$ cat config.mk
export PLATFORM = sky130hd
export DESIGN_NAME = instr_decoder
export DESIGN_NICKNAME = d
export VERILOG_FILES = /design/src/rtl/rvdec_pkg.sv /design/src/rtl/instr_matcher.sv /design/src/rtl/imm_gen.sv /design/src/rtl/reg_operand_unit.sv /design/src/rtl/instr_decoder.sv
export SDC_FILE = /design/constraint.sdc
export NUM_CORES = 1
export LEC_CHECK = 0
export BUFFER_PORTS_ARGS = -buffer_cell sky130_fd_sc_hd__buf_2
export CORE_UTILIZATION = 30
export DETAILED_ROUTE_END_ITERATION = 12
export GPL_TIMING_DRIVEN = 0
export PLACE_DENSITY = 0.56
export SYNTH_ARGS = -nofsm -noshare
export SYNTH_HDL_FRONTEND = slang
export SYNTH_HIERARCHICAL = 1
export SYNTH_SLANG_ARGS = --single-unit
$ cat constraint.sdc
create_clock -name clk_i -period 3.3 [get_ports clk_i]
set_input_delay 0 -clock clk_i [delete_from_list [all_inputs] [get_ports clk_i]]
set_output_delay 0 -clock clk_i [all_outputs]
set_load 0.01 [all_outputs]
$ cat src/rtl/rvdec_pkg.sv
`default_nettype none

package rvdec_pkg;

  //////////////////////////////
  // Widths
  //////////////////////////////

  localparam int XLEN       = 64;  // Integer data width
  localparam int ILEN       = 32;
  localparam int REG_ADDR_W = 5;
  localparam int NUM_REGS   = 32;  // Integer register file only

  //////////////////////////////
  // Opcodes
  //////////////////////////////

  // Zero value doubles as the reset state of the output register
  typedef enum logic [7:0] {
    FN_INVALID,
    // Upper immediates and jumps
    FN_LUI, FN_AUIPC, FN_JAL, FN_JALR,
    // Branches
    FN_BEQ, FN_BNE, FN_BLT, FN_BGE, FN_BLTU, FN_BGEU,
    // Loads
    FN_LB, FN_LH, FN_LW, FN_LD, FN_LBU, FN_LHU, FN_LWU,
    // Stores
    FN_SB, FN_SH, FN_SW, FN_SD,
    // ALU immediate
    FN_ADDI, FN_SLTI, FN_SLTIU, FN_XORI, FN_ORI, FN_ANDI,
    FN_SLLI, FN_SRLI, FN_SRAI,
    // ALU register
    FN_ADD, FN_SUB, FN_SLL, FN_SLT, FN_SLTU,
    FN_XOR, FN_SRL, FN_SRA, FN_OR, FN_AND,
    // 32-bit word ops
    FN_ADDIW, FN_SLLIW, FN_SRLIW, FN_SRAIW,
    FN_ADDW, FN_SUBW, FN_SLLW, FN_SRLW, FN_SRAW,
    // M extension
    FN_MUL, FN_MULH, FN_MULHSU, FN_MULHU,
    FN_DIV, FN_DIVU, FN_REM, FN_REMU,
    FN_MULW, FN_DIVW, FN_DIVUW, FN_REMW, FN_REMUW,
    // CSR access
    FN_CSRRW, FN_CSRRS, FN_CSRRC,
    FN_CSRRWI, FN_CSRRSI, FN_CSRRCI,
    // System
    FN_FENCE, FN_ECALL, FN_EBREAK, FN_MRET, FN_WFI
  } instr_func_e;

  typedef enum logic [2:0] {
    IMM_NONE,
    IMM_SHAMT,  // Shift amount, bits 25:20
    IMM_B,
    IMM_CSR,    // CSR address plus uimm
    IMM_I,
    IMM_J,
    IMM_S,
    IMM_U
  } imm_fmt_e;

  //////////////////////////////
  // Decoded records
  //////////////////////////////

  typedef struct packed {
    logic use_rd;
    logic use_rs1;
    logic use_rs2;
  } reg_use_t;

  typedef struct packed {
    instr_func_e func;
    imm_fmt_e    imm_fmt;
    reg_use_t    reg_use;
    logic        mem_op;    // Load or store
    logic        blocking;  // Stalls younger instructions
  } instr_ctrl_t;

  typedef struct packed {
    instr_func_e           func;
    logic [REG_ADDR_W-1:0] rd;
    logic [REG_ADDR_W-1:0] rs1;
    logic [REG_ADDR_W-1:0] rs2;
    logic [XLEN-1:0]       imm;
    logic [XLEN-1:0]       pc;
    logic                  mem_op;
    logic                  blocking;
    logic [NUM_REGS-1:0]   reg_req;  // One bit per register touched
  } decoded_instr_t;

endpackage

`default_nettype wire

$ cat src/rtl/instr_matcher.sv
`timescale 1ns/1ps
`default_nettype none

module instr_matcher (
  input  logic [rvdec_pkg::ILEN-1:0] code_i,
  output rvdec_pkg::instr_ctrl_t     ctrl_o
);

  import rvdec_pkg::*;

  instr_func_e func;

  logic is_valid;
  logic is_branch;
  logic is_load;
  logic is_store;
  logic is_upper;     // LUI, AUIPC
  logic is_shift_imm;
  logic is_alu_imm;
  logic is_alu_reg;   // Includes M extension
  logic is_csr_reg;
  logic is_csr_imm;
  logic is_sys;       // ECALL, EBREAK, MRET, WFI

  function automatic logic match_at(
    input logic [ILEN-1:0] code,
    input logic [ILEN-1:0] mask,
    input logic [ILEN-1:0] pattern
  );
    return (code & mask) == pattern;
  endfunction

  //////////////////////////////
  // Mask and match table
  //////////////////////////////

  always_comb begin
    func = FN_INVALID;
    if      (match_at(code_i, 32'h0000007F, 32'h00000037)) func = FN_LUI;
    else if (match_at(code_i, 32'h0000007F, 32'h00000017)) func = FN_AUIPC;
    else if (match_at(code_i, 32'h0000007F, 32'h0000006F)) func = FN_JAL;
    else if (match_at(code_i, 32'h0000707F, 32'h00000067)) func = FN_JALR;
    else if (match_at(code_i, 32'h0000707F, 32'h00000063)) func = FN_BEQ;
    else if (match_at(code_i, 32'h0000707F, 32'h00001063)) func = FN_BNE;
    else if (match_at(code_i, 32'h0000707F, 32'h00004063)) func = FN_BLT;
    else if (match_at(code_i, 32'h0000707F, 32'h00005063)) func = FN_BGE;
    else if (match_at(code_i, 32'h0000707F, 32'h00006063)) func = FN_BLTU;
    else if (match_at(code_i, 32'h0000707F, 32'h00007063)) func = FN_BGEU;
    else if (match_at(code_i, 32'h0000707F, 32'h00000003)) func = FN_LB;
    else if (match_at(code_i, 32'h0000707F, 32'h00001003)) func = FN_LH;
    else if (match_at(code_i, 32'h0000707F, 32'h00002003)) func = FN_LW;
    else if (match_at(code_i, 32'h0000707F, 32'h00003003)) func = FN_LD;
    else if (match_at(code_i, 32'h0000707F, 32'h00004003)) func = FN_LBU;
    else if (match_at(code_i, 32'h0000707F, 32'h00005003)) func = FN_LHU;
    else if (match_at(code_i, 32'h0000707F, 32'h00006003)) func = FN_LWU;
    else if (match_at(code_i, 32'h0000707F, 32'h00000023)) func = FN_SB;
    else if (match_at(code_i, 32'h0000707F, 32'h00001023)) func = FN_SH;
    else if (match_at(code_i, 32'h0000707F, 32'h00002023)) func = FN_SW;
    else if (match_at(code_i, 32'h0000707F, 32'h00003023)) func = FN_SD;
    else if (match_at(code_i, 32'h0000707F, 32'h00000013)) func = FN_ADDI;
    else if (match_at(code_i, 32'h0000707F, 32'h00002013)) func = FN_SLTI;
    else if (match_at(code_i, 32'h0000707F, 32'h00003013)) func = FN_SLTIU;
    else if (match_at(code_i, 32'h0000707F, 32'h00004013)) func = FN_XORI;
    else if (match_at(code_i, 32'h0000707F, 32'h00006013)) func = FN_ORI;
    else if (match_at(code_i, 32'h0000707F, 32'h00007013)) func = FN_ANDI;
    // RV64 shifts carry a 6-bit shamt
    else if (match_at(code_i, 32'hFC00707F, 32'h00001013)) func = FN_SLLI;
    else if (match_at(code_i, 32'hFC00707F, 32'h00005013)) func = FN_SRLI;
    else if (match_at(code_i, 32'hFC00707F, 32'h40005013)) func = FN_SRAI;
    else if (match_at(code_i, 32'hFE00707F, 32'h00000033)) func = FN_ADD;
    else if (match_at(code_i, 32'hFE00707F, 32'h40000033)) func = FN_SUB;
    else if (match_at(code_i, 32'hFE00707F, 32'h00001033)) func = FN_SLL;
    else if (match_at(code_i, 32'hFE00707F, 32'h00002033)) func = FN_SLT;
    else if (match_at(code_i, 32'hFE00707F, 32'h00003033)) func = FN_SLTU;
    else if (match_at(code_i, 32'hFE00707F, 32'h00004033)) func = FN_XOR;
    else if (match_at(code_i, 32'hFE00707F, 32'h00005033)) func = FN_SRL;
    else if (match_at(code_i, 32'hFE00707F, 32'h40005033)) func = FN_SRA;
    else if (match_at(code_i, 32'hFE00707F, 32'h00006033)) func = FN_OR;
    else if (match_at(code_i, 32'hFE00707F, 32'h00007033)) func = FN_AND;
    else if (match_at(code_i, 32'h0000707F, 32'h0000001B)) func = FN_ADDIW;
    else if (match_at(code_i, 32'hFE00707F, 32'h0000101B)) func = FN_SLLIW;
    else if (match_at(code_i, 32'hFE00707F, 32'h0000501B)) func = FN_SRLIW;
    else if (match_at(code_i, 32'hFE00707F, 32'h4000501B)) func = FN_SRAIW;
    else if (match_at(code_i, 32'hFE00707F, 32'h0000003B)) func = FN_ADDW;
    else if (match_at(code_i, 32'hFE00707F, 32'h4000003B)) func = FN_SUBW;
    else if (match_at(code_i, 32'hFE00707F, 32'h0000103B)) func = FN_SLLW;
    else if (match_at(code_i, 32'hFE00707F, 32'h0000503B)) func = FN_SRLW;
    else if (match_at(code_i, 32'hFE00707F, 32'h4000503B)) func = FN_SRAW;
    else if (match_at(code_i, 32'hFE00707F, 32'h02000033)) func = FN_MUL;
    else if (match_at(code_i, 32'hFE00707F, 32'h02001033)) func = FN_MULH;
    else if (match_at(code_i, 32'hFE00707F, 32'h02002033)) func = FN_MULHSU;
    else if (match_at(code_i, 32'hFE00707F, 32'h02003033)) func = FN_MULHU;
    else if (match_at(code_i, 32'hFE00707F, 32'h02004033)) func = FN_DIV;
    else if (match_at(code_i, 32'hFE00707F, 32'h02005033)) func = FN_DIVU;
    else if (match_at(code_i, 32'hFE00707F, 32'h02006033)) func = FN_REM;
    else if (match_at(code_i, 32'hFE00707F, 32'h02007033)) func = FN_REMU;
    else if (match_at(code_i, 32'hFE00707F, 32'h0200003B)) func = FN_MULW;
    else if (match_at(code_i, 32'hFE00707F, 32'h0200403B)) func = FN_DIVW;
    else if (match_at(code_i, 32'hFE00707F, 32'h0200503B)) func = FN_DIVUW;
    else if (match_at(code_i, 32'hFE00707F, 32'h0200603B)) func = FN_REMW;
    else if (match_at(code_i, 32'hFE00707F, 32'h0200703B)) func = FN_REMUW;
    else if (match_at(code_i, 32'h0000707F, 32'h00001073)) func = FN_CSRRW;
    else if (match_at(code_i, 32'h0000707F, 32'h00002073)) func = FN_CSRRS;
    else if (match_at(code_i, 32'h0000707F, 32'h00003073)) func = FN_CSRRC;
    else if (match_at(code_i, 32'h0000707F, 32'h00005073)) func = FN_CSRRWI;
    else if (match_at(code_i, 32'h0000707F, 32'h00006073)) func = FN_CSRRSI;
    else if (match_at(code_i, 32'h0000707F, 32'h00007073)) func = FN_CSRRCI;
    else if (match_at(code_i, 32'h0000707F, 32'h0000000F)) func = FN_FENCE;
    else if (match_at(code_i, 32'hFFFFFFFF, 32'h00000073)) func = FN_ECALL;
    else if (match_at(code_i, 32'hFFFFFFFF, 32'h00100073)) func = FN_EBREAK;
    else if (match_at(code_i, 32'hFFFFFFFF, 32'h30200073)) func = FN_MRET;
    else if (match_at(code_i, 32'hFFFFFFFF, 32'h10500073)) func = FN_WFI;
  end

  //////////////////////////////
  // Classification
  //////////////////////////////

  always_comb begin
    is_valid     = (func != FN_INVALID);
    is_branch    = func inside {FN_BEQ, FN_BNE, FN_BLT, FN_BGE, FN_BLTU, FN_BGEU};
    is_load      = func inside {FN_LB, FN_LH, FN_LW, FN_LD, FN_LBU, FN_LHU, FN_LWU};
    is_store     = func inside {FN_SB, FN_SH, FN_SW, FN_SD};
    is_upper     = func inside {FN_LUI, FN_AUIPC};
    is_shift_imm = func inside {FN_SLLI, FN_SRLI, FN_SRAI, FN_SLLIW, FN_SRLIW, FN_SRAIW};
    is_alu_imm   = func inside {FN_ADDI, FN_SLTI, FN_SLTIU, FN_XORI, FN_ORI, FN_ANDI,
                                FN_ADDIW};
    is_alu_reg   = func inside {FN_ADD, FN_SUB, FN_SLL, FN_SLT, FN_SLTU, FN_XOR, FN_SRL,
                                FN_SRA, FN_OR, FN_AND, FN_ADDW, FN_SUBW, FN_SLLW, FN_SRLW,
                                FN_SRAW, FN_MUL, FN_MULH, FN_MULHSU, FN_MULHU, FN_DIV,
                                FN_DIVU, FN_REM, FN_REMU, FN_MULW, FN_DIVW, FN_DIVUW,
                                FN_REMW, FN_REMUW};
    is_csr_reg   = func inside {FN_CSRRW, FN_CSRRS, FN_CSRRC};
    is_csr_imm   = func inside {FN_CSRRWI, FN_CSRRSI, FN_CSRRCI};
    is_sys       = func inside {FN_ECALL, FN_EBREAK, FN_MRET, FN_WFI};
  end

  always_comb begin
    ctrl_o.func = func;

    if (is_shift_imm)    ctrl_o.imm_fmt = IMM_SHAMT;
    else if (is_branch)  ctrl_o.imm_fmt = IMM_B;
    else if (is_csr_imm) ctrl_o.imm_fmt = IMM_CSR;
    else if (is_alu_imm || is_load || is_csr_reg || func == FN_JALR || func == FN_FENCE)
      ctrl_o.imm_fmt = IMM_I;
    else if (func == FN_JAL) ctrl_o.imm_fmt = IMM_J;
    else if (is_store)       ctrl_o.imm_fmt = IMM_S;
    else if (is_upper)       ctrl_o.imm_fmt = IMM_U;
    else                     ctrl_o.imm_fmt = IMM_NONE;

    ctrl_o.reg_use.use_rd  = is_valid & ~(is_branch | is_store | is_sys);
    ctrl_o.reg_use.use_rs1 = is_valid & ~(is_upper | is_csr_imm | is_sys | (func == FN_JAL));
    ctrl_o.reg_use.use_rs2 = is_alu_reg | is_branch | is_store;

    ctrl_o.mem_op   = is_load | is_store;
    ctrl_o.blocking = is_branch | (func inside {FN_JAL, FN_JALR, FN_FENCE, FN_MRET, FN_WFI});
  end

endmodule

`default_nettype wire

$ cat src/rtl/imm_gen.sv
`timescale 1ns/1ps
`default_nettype none

module imm_gen (
  input  logic [rvdec_pkg::ILEN-1:0] code_i,
  input  rvdec_pkg::imm_fmt_e        fmt_i,
  output logic [rvdec_pkg::XLEN-1:0] imm_o
);

  import rvdec_pkg::*;

  logic sign;  // Instruction bit 31

  assign sign = code_i[31];

  always_comb begin
    case (fmt_i)
      IMM_SHAMT: begin
        imm_o = {{(XLEN-6){1'b0}}, code_i[25:20]};
      end
      IMM_B: begin
        imm_o = {{(XLEN-12){sign}}, code_i[7], code_i[30:25], code_i[11:8], 1'b0};
      end
      IMM_CSR: begin
        // uimm above the CSR address
        imm_o = {{(XLEN-17){1'b0}}, code_i[19:15], code_i[31:20]};
      end
      IMM_I: begin
        imm_o = {{(XLEN-12){sign}}, code_i[31:20]};
      end
      IMM_J: begin
        imm_o = {{(XLEN-20){sign}}, code_i[19:12], code_i[20], code_i[30:21], 1'b0};
      end
      IMM_S: begin
        imm_o = {{(XLEN-12){sign}}, code_i[31:25], code_i[11:7]};
      end
      IMM_U: begin
        imm_o = {{(XLEN-32){sign}}, code_i[31:12], 12'd0};  // Sign extended on RV64
      end
      default: begin
        imm_o = '0;
      end
    endcase
  end

endmodule

`default_nettype wire

$ cat src/rtl/reg_operand_unit.sv
`timescale 1ns/1ps
`default_nettype none

module reg_operand_unit (
  input  logic [rvdec_pkg::ILEN-1:0]       code_i,
  input  rvdec_pkg::reg_use_t              use_i,
  input  logic                             blocking_i,
  output logic [rvdec_pkg::REG_ADDR_W-1:0] rd_o,
  output logic [rvdec_pkg::REG_ADDR_W-1:0] rs1_o,
  output logic [rvdec_pkg::REG_ADDR_W-1:0] rs2_o,
  output logic [rvdec_pkg::NUM_REGS-1:0]   reg_req_o
);

  import rvdec_pkg::*;

  //////////////////////////////
  // Register fields
  //////////////////////////////

  // Unused fields fall back to x0
  always_comb begin
    rd_o  = use_i.use_rd  ? code_i[11:7]  : '0;
    rs1_o = use_i.use_rs1 ? code_i[19:15] : '0;
    rs2_o = use_i.use_rs2 ? code_i[24:20] : '0;
  end

  //////////////////////////////
  // Request mask
  //////////////////////////////

  always_comb begin
    reg_req_o        = {NUM_REGS{blocking_i}};  // Blocking claims every register
    reg_req_o[0]     = 1'b1;                    // x0 always requested
    reg_req_o[rd_o]  = 1'b1;
    reg_req_o[rs1_o] = 1'b1;
    reg_req_o[rs2_o] = 1'b1;
  end

endmodule

`default_nettype wire

$ cat src/rtl/instr_decoder.sv
`timescale 1ns/1ps
`default_nettype none

module instr_decoder (
  input  logic                       clk_i,
  input  logic                       reset_i,
  input  logic                       valid_i,
  input  logic [rvdec_pkg::ILEN-1:0] code_i,
  input  logic [rvdec_pkg::XLEN-1:0] pc_i,
  output logic                       valid_o,
  output rvdec_pkg::decoded_instr_t  cmd_o
);

  import rvdec_pkg::*;

  instr_ctrl_t           ctrl;
  logic [XLEN-1:0]       imm;
  logic [REG_ADDR_W-1:0] rd;
  logic [REG_ADDR_W-1:0] rs1;
  logic [REG_ADDR_W-1:0] rs2;
  logic [NUM_REGS-1:0]   reg_req;
  decoded_instr_t        cmd_d;  // Decode of the current word

  //////////////////////////////
  // Decode units
  //////////////////////////////

  instr_matcher i_instr_matcher (
    .code_i (code_i),
    .ctrl_o (ctrl)
  );

  imm_gen i_imm_gen (
    .code_i (code_i),
    .fmt_i  (ctrl.imm_fmt),
    .imm_o  (imm)
  );

  reg_operand_unit i_reg_operand_unit (
    .code_i     (code_i),
    .use_i      (ctrl.reg_use),
    .blocking_i (ctrl.blocking),
    .rd_o       (rd),
    .rs1_o      (rs1),
    .rs2_o      (rs2),
    .reg_req_o  (reg_req)
  );

  always_comb begin
    cmd_d.func     = ctrl.func;
    cmd_d.rd       = rd;
    cmd_d.rs1      = rs1;
    cmd_d.rs2      = rs2;
    cmd_d.imm      = imm;
    cmd_d.pc       = pc_i;
    cmd_d.mem_op   = ctrl.mem_op;
    cmd_d.blocking = ctrl.blocking;
    cmd_d.reg_req  = reg_req;
  end

  //////////////////////////////
  // Output stage
  //////////////////////////////

  always_ff @(posedge clk_i) begin
    if (reset_i) begin
      valid_o <= 1'b0;
      cmd_o   <= '0;
    end else begin
      valid_o <= valid_i;
      if (valid_i) cmd_o <= cmd_d;  // Hold last decode when idle
    end
  end

endmodule

`default_nettype wire

# Word-level counts from Yosys, hierarchy flattened
# Cells that the tools add are included.
# word_totals
ff_bits,186
# op_classes
magnitude_cmp,6
eq_ne,153
muxes,90
bitwise_logic,16
reduce_logical,19
# op_table
op,n
8-bit two-way mux,72
64-bit one-hot mux with 7 select lines,1
"8-bit by 6-bit == test with 1-bit output, second input constant",32
"17-bit by 11-bit == test with 1-bit output, second input constant",13
"10-bit == test, second input constant",13
"8-bit by 5-bit == test with 1-bit output, second input constant",16
"17-bit by 10-bit == test with 1-bit output, second input constant",6
32-bit bitwise OR,3
"17-bit by 16-bit == test with 1-bit output, second input constant",5
"10-bit by 9-bit == test with 1-bit output, second input constant",8
"8-bit by 7-bit == test with 1-bit output, second input constant",10
"8-bit by 4-bit == test with 1-bit output, second input constant",8
"17-bit by 8-bit == test with 1-bit output, second input constant",3
"10-bit by 8-bit == test with 1-bit output, second input constant",4
"17-bit by 6-bit == test with 1-bit output, second input constant",2
"17-bit by 9-bit == test with 1-bit output, second input constant",2
"32-bit by 21-bit == test with 1-bit output, second input constant",1
"32-bit by 29-bit == test with 1-bit output, second input constant",1
"32-bit by 30-bit == test with 1-bit output, second input constant",1
"32-bit by 7-bit == test with 1-bit output, second input constant",1
"8-bit by 3-bit == test with 1-bit output, second input constant",4
28-bit nonzero test,1
3-bit two-way mux,7
"10-bit by 5-bit == test with 1-bit output, second input constant",2
other kinds (33),68

# Longest topological paths before layout
# logic_depth
word_depth,88
depth_mapped,19

# Modules after synthesis
# Netlist, hierarchy kept.
# modules_own_cells
module,n_inst,cells_per_inst,area_each_um2
instr_decoder,1,599,6633.9
instr_matcher,1,276,1849.3
reg_operand_unit,1,159,983.4
imm_gen,1,125,822.0

# Worst setup path before layout
# Ideal clock, no wire load.
# synth_path
path_type,in2reg
start,in code_i[6] (netlist bit)
end,reg cmd_o[161] (netlist bit)
arrival_time_ns,3.460
t_required_ns,3.235
slack_ns,-0.225
cell_stages,15
n_path_buf,3
cell_sequence,buf_2 -> and4bb_2 -> nand4_2 -> o22ai_1 -> a2111oi_4 -> a31oi_2 -> nor4b_4 -> mux2i_1 -> o311ai_0 -> nor2b_1 -> buf_6 -> o21a_1 -> buf_4 -> mux2i_1 -> nor2_1
# synth_rtl
element,line,text
from (decl),instr_decoder.sv:8,"input logic [rvdec_pkg::ILEN-1:0] code_i,"
to (signal assigned),instr_decoder.sv:71,if (valid_i) cmd_o <= cmd_d;
to (decl),instr_decoder.sv:11,output rvdec_pkg::decoded_instr_t cmd_o

==> results_tabular.tex <==
\begin{tabular}{lr}
\hline
Metric & Value \\
\hline
\multicolumn{2}{l}{\textbf{Run status}} \\
\quad Status & finished, final reports clean \\
\multicolumn{2}{l}{\textbf{Worst setup path}} \\
\quad Worst R2R Path Depth & 2 \\
\quad Worst r2r src & cmd\_o[75] \\
\quad Slowest cell on crit path & sky130\_fd\_sc\_hd\_\_or4\_4 \\
\quad Last element of the critical path & cmd\_o[21] \\
\quad Critical Path Stages & 17 \\
\quad Crit path cell chain & buf\_2 -> buf\_4 -> or4\_4 -> nor4\_4 -> a311oi\_2 -> a31oi\_4 -> o21ai\_4 -> buf\_4 -> mux2i\_1 -> nor3b\_1 -> o21ai\_2 -> buf\_4 -> nand4b\_1 -> o22ai\_1 -> or3\_1 -> mux2i\_1 -> nor2\_1 \\
\quad Kind of end point of the critical path & flop \\
\quad Largest fanout of any net on the critical path & 10 \\
\quad Data arrival at the endpoint of the critical path & around 3.6 ns \\
\quad Launching element of the worst setup path & code\_i[14] \\
\quad Worst setup path class & input pin to flop \\
\quad Startpoint kind of the worst setup timing path & input pin \\
\quad Worst stage delay on the critical path & 0.58 ns \\
\quad Crit path top cell by count & sky130\_fd\_sc\_hd\_\_buf\_4 \\
\quad Critical path buffer and inverter count & 4 \\
\quad Endpoint of the worst register-to-register path & cmd\_o[75] \\
\quad Required time at the endpoint of the critical path & 3.62 ns \\
\quad Kind of cell adding the most delay to the critical path & simple AND/OR/NAND/NOR gates \\
\quad Setup slack of the most critical reg-to-reg path & between 2 and 3 ns \\
\multicolumn{2}{l}{\textbf{Logic synthesis}} \\
\quad Synthesized flop and latch total & about 190 \\
\quad Predominant post-synthesis flop cell & sky130\_fd\_sc\_hd\_\_dfxtp\_1 \\
\quad Post-synthesis cell count & about 1,200 \\
\quad Commonest cells in the synthesized netlist & 245 x sky130\_fd\_sc\_hd\_\_nor2\_1, 192 x sky130\_fd\_sc\_hd\_\_mux2i\_1, 186 x sky130\_fd\_sc\_hd\_\_dfxtp\_1 \\
\quad Main combinational cell family by area after synthesis & simple AND/OR/NAND/NOR gates \\
\quad Fraction of synthesis flops using an asynchronous set or reset pin & 0\% \\
\quad Count of flip-flops with a built-in enable after synthesis & 0 \\
\quad Multiplexer share of the synthesized area & between 10\% and 20\% \\
\quad Synth Area in Compound Gates & between 8 and 9\% \\
\quad Synthesized area divided by synthesized cell count & about 8.9 µm² \\
\quad Cell area after technology mapping & 10,300 µm² \\
\quad Cell types occupying the most area after synthesis & sky130\_fd\_sc\_hd\_\_dfxtp\_1 36\%, sky130\_fd\_sc\_hd\_\_mux2i\_1 19\%, sky130\_fd\_sc\_hd\_\_nor2\_1 8.9\% \\
\quad Sequential fraction of the synthesis area & 36.2\% \\
\quad Top cell type's share of synthesized area & approximately 36\% \\
\quad Synthesized-area fraction occupied by xor and xnor cells & 0.426\% \\
\quad Largest area contributor in the synthesized netlist & sky130\_fd\_sc\_hd\_\_dfxtp\_1 \\
\quad Synthesized-area fraction occupied by adder cells & 0\% \\
\quad Leading cell type by number of instances after synthesis & sky130\_fd\_sc\_hd\_\_nor2\_1 \\
\quad Basic-gate share of the synthesized area counting and, or, nand and nor cells & 27.3\% \\
\quad Number of warnings reported in the yosys synthesis log & 6 \\
\quad Nets in the synthesized netlist & around 1,300 \\
\quad Number of distinct standard cells referenced by the synthesized netlist & 87 \\
\multicolumn{2}{l}{\textbf{Pwr}} \\
\quad Post-layout power & between 5 and 6 mW \\
\quad Leakage power total & around 6.9 nW \\
\quad Areal power density over the cells & 406 nW/µm² \\
\quad Worst vdd ir & about 390 µV \\
\multicolumn{2}{l}{\textbf{CTS}} \\
\quad Root Buffer & sky130\_fd\_sc\_hd\_\_clkbuf\_16 \\
\quad Clk Latency, worst-skew pair & $\sim$0.45 ns \\
\quad TritonCTS clock tree & done \\
\quad Clock Pin Slew Worst Setup and Hold Paths & around 0.08 ns \\
\quad Number of levels the H-tree was split into & 4 \\
\quad Num CTS Buffers & 17 \\
\quad Maximum buffer depth of the clock tree & 2 \\
\quad Sink count of the clock tree & roughly 190 \\
\multicolumn{2}{l}{\textbf{Hold path}} \\
\quad Kind of path behind the tightest hold check & input pin to flop \\
\quad Startpoint of the tightest hold check path & reset\_i \\
\multicolumn{2}{l}{\textbf{Cells and area}} \\
\quad Fill cells & 3,364 \\
\quad Ratio of cells with drive above 1 in the final layout & about a third \\
\quad Post-synthesis to final-layout area growth & 39.1\% \\
\quad Share of the core filled with cells in the final layout & a little over two fifths \\
\quad Post-layout net count & around 1,600 \\
\quad Total area of sequential cells & around 3700 µm² \\
\quad Antenna diode count & 0 \\
\quad Area used by multi-input combinational logic & between 6000 and 7000 µm² \\
\multicolumn{2}{l}{\textbf{STA}} \\
\quad Highest Clock Rate & 0.309 GHz \\
\quad Slew headroom & around 60\% \\
\quad Post-Route Hold Slack & around 0.043 ns \\
\quad Final setup violation count & 0 \\
\quad Final number of hold-violating endpoints & 0 \\
\quad Post-route minimum period & 3.24 ns \\
\quad Period Utilization, post-route & 98.0\% \\
\quad Slew Viols, Final & 0 \\
\quad Transition time at the pin with the least slew margin & 0.599 ns \\
\quad Clock Skews & 0 ns \\
\multicolumn{2}{l}{\textbf{Floorplan}} \\
\quad Core footprint & 33,600 µm² \\
\quad Die boundary width & roughly 190 µm \\
\quad Die Ht & 187 µm \\
\quad I/O pin total & 285 \\
\quad Initial cell density of the core & between 30\% and 40\% \\
\quad Num rows & 67 \\
\quad Die footprint & $\sim$35,000 µm² \\
\multicolumn{2}{l}{\textbf{Global routing}} \\
\quad Aggregate global routing overflow & 0 \\
\quad Maximum number of pins on one net before global-route repair & 20 \\
\quad Overall global routing resource usage & between 20\% and 30\% \\
\quad Wire length of the first global-routing pass & around 56,000 µm \\
\quad Antenna violations before repair & 0 \\
\quad Vias in the first global route & about 9,500 \\
\multicolumn{2}{l}{\textbf{Routing}} \\
\quad Post-detailed-route count of antenna-violating nets & 0 \\
\quad Detailed Routing Iterations Pass 1 & 5 \\
\quad Aggregate routed wire length & approximately 37,000 µm \\
\quad Drt wl/cell & around 18 µm \\
\quad Via count normalized by instance count & 4.97 \\
\quad Vias post-DR & roughly 10,000 \\
\quad DRC Markers & 0 \\
\quad Number of violations reported at the end of detailed-routing iteration 0 & around 650 \\
\multicolumn{2}{l}{\textbf{Run}} \\
\quad Maximum capacitance violations & 0 \\
\multicolumn{2}{l}{\textbf{Place}} \\
\quad Final HPWL DP & roughly 26,000 µm \\
\quad Number of port buffers & roughly 280 \\
\quad Final RePlAce weighted congestion & approximately 0.94 \\
\hline
\end{tabular}
[power breakdown]
group | switching (mW) | internal (mW) | total (mW)
combinational | 0.628 | 0.523 | 1.15
sequential | 0.0552 | 2.35 | 2.40
clock | 1.05 | 1.21 | 2.26
total | 1.73 | 4.08 | 5.82
[cell usage in the layout, fill, tap and decap left out, types with 5 or more instances in the layout]
cell and count:
sky130_fd_sc_hd__buf_6 11, sky130_fd_sc_hd__a31oi_1 6, sky130_fd_sc_hd__nand4_1 16, sky130_fd_sc_hd__mux2i_1 191, sky130_fd_sc_hd__nor2_1 243, sky130_fd_sc_hd__clkbuf_1 22, sky130_fd_sc_hd__buf_8 17, sky130_fd_sc_hd__clkbuf_16 17
sky130_fd_sc_hd__buf_1 5, sky130_fd_sc_hd__o21ai_1 6, sky130_fd_sc_hd__buf_2 288, sky130_fd_sc_hd__o21ai_0 10, sky130_fd_sc_hd__dfxtp_1 186, sky130_fd_sc_hd__clkbuf_4 5, sky130_fd_sc_hd__and2_1 24, sky130_fd_sc_hd__nor3_2 6
sky130_fd_sc_hd__nor2b_1 5, sky130_fd_sc_hd__inv_1 12, sky130_fd_sc_hd__nand3_1 24, sky130_fd_sc_hd__dlygate4sd3_1 65, sky130_fd_sc_hd__nand2_1 35, sky130_fd_sc_hd__o22ai_1 33, sky130_fd_sc_hd__nand4bb_1 7, sky130_fd_sc_hd__nand2_2 12
sky130_fd_sc_hd__nand2b_1 16, sky130_fd_sc_hd__nand4b_1 12, sky130_fd_sc_hd__buf_4 72, sky130_fd_sc_hd__nor4_4 7, sky130_fd_sc_hd__or3_1 27, sky130_fd_sc_hd__a21oi_1 16, sky130_fd_sc_hd__nor3_1 10
[state kept, by name, summed over array words and instances (netlist names)]
signal / cells
valid_o: 1
cmd_o: 185
[stage by stage]
step	instance area [µm²]	worst slack [ns]	cells	setup TNS (ns)
after global placement	12300	-1.35	1888	-107.10
final	14300	0.0644	2010	0
after detailed placement	12300	-1.33	1888	-99.92
after CTS	13900	0.000927	1992	0
after floorplan	10300	0.0374	1159	0
after global routing	14300	-0.0622	2010	-1.03
[per-layer routing]
| layer | up-vias | GRT usage [%] | wire length, µm |
|---|---|---|---|
| met1 | 4715 | 27.4 | 16700 |
| met4 | 0 | 5.36 | 598 |
| met3 | 40 | 4.58 | 2430 |
| met2 | 374 | 32.5 | 16900 |
| met5 | - | 0 | 0 |
| li1 | 4854 | - | - |
[how the worst min path moves through the flow]
stage / slack (ns) / cells after the start / to
after floorplan: 0.15 / 2 / cmd_o[39]
after global placement: 0.23 / 3 / cmd_o[80]
after detailed placement: 0.24 / 3 / cmd_o[60]
after CTS: 0.03 / 5 / cmd_o[103]
after global routing: 0.05 / 5 / cmd_o[103]
final: 0.04 / 3 / cmd_o[31]
[cell type report]
class                   count  area share, %
multi-input cells         844           43.0
flip-flops and latches    186           26.0
well taps                 448           3.92
repair buffers            372           15.9
inverters                  12          0.315
plain buffers             116           6.29
clock buffers              19           3.16
clock inverters            13           1.36
[kinds of logic after synthesis]
kind of cell	count (synthesis)
buf+inv	130
flops	186
other cells	2
mux	193
compound gates	125
simple gates	518
xor+xnor	5
[worst register-to-register path: cells and delay by family (launching register included)]
kind / cells / cell delay [ns]
multiplexers: 1 / 0.19
AND/OR/NAND/NOR: 1 / 0.08
flip-flops: 1 / 0.33
[repair_timing]
item                                   4_1_cts  5_1_grt
endpoints found under the hold margin       66        0
gates resized for setup                     49       67
pin swaps                                   10       29
buffers inserted                             7       19
gates cloned                                 1        0
hold buffers                                65        0
setup endpoints to repair                   95       91
Note: power is estimated with default switching activity, not from simulation.
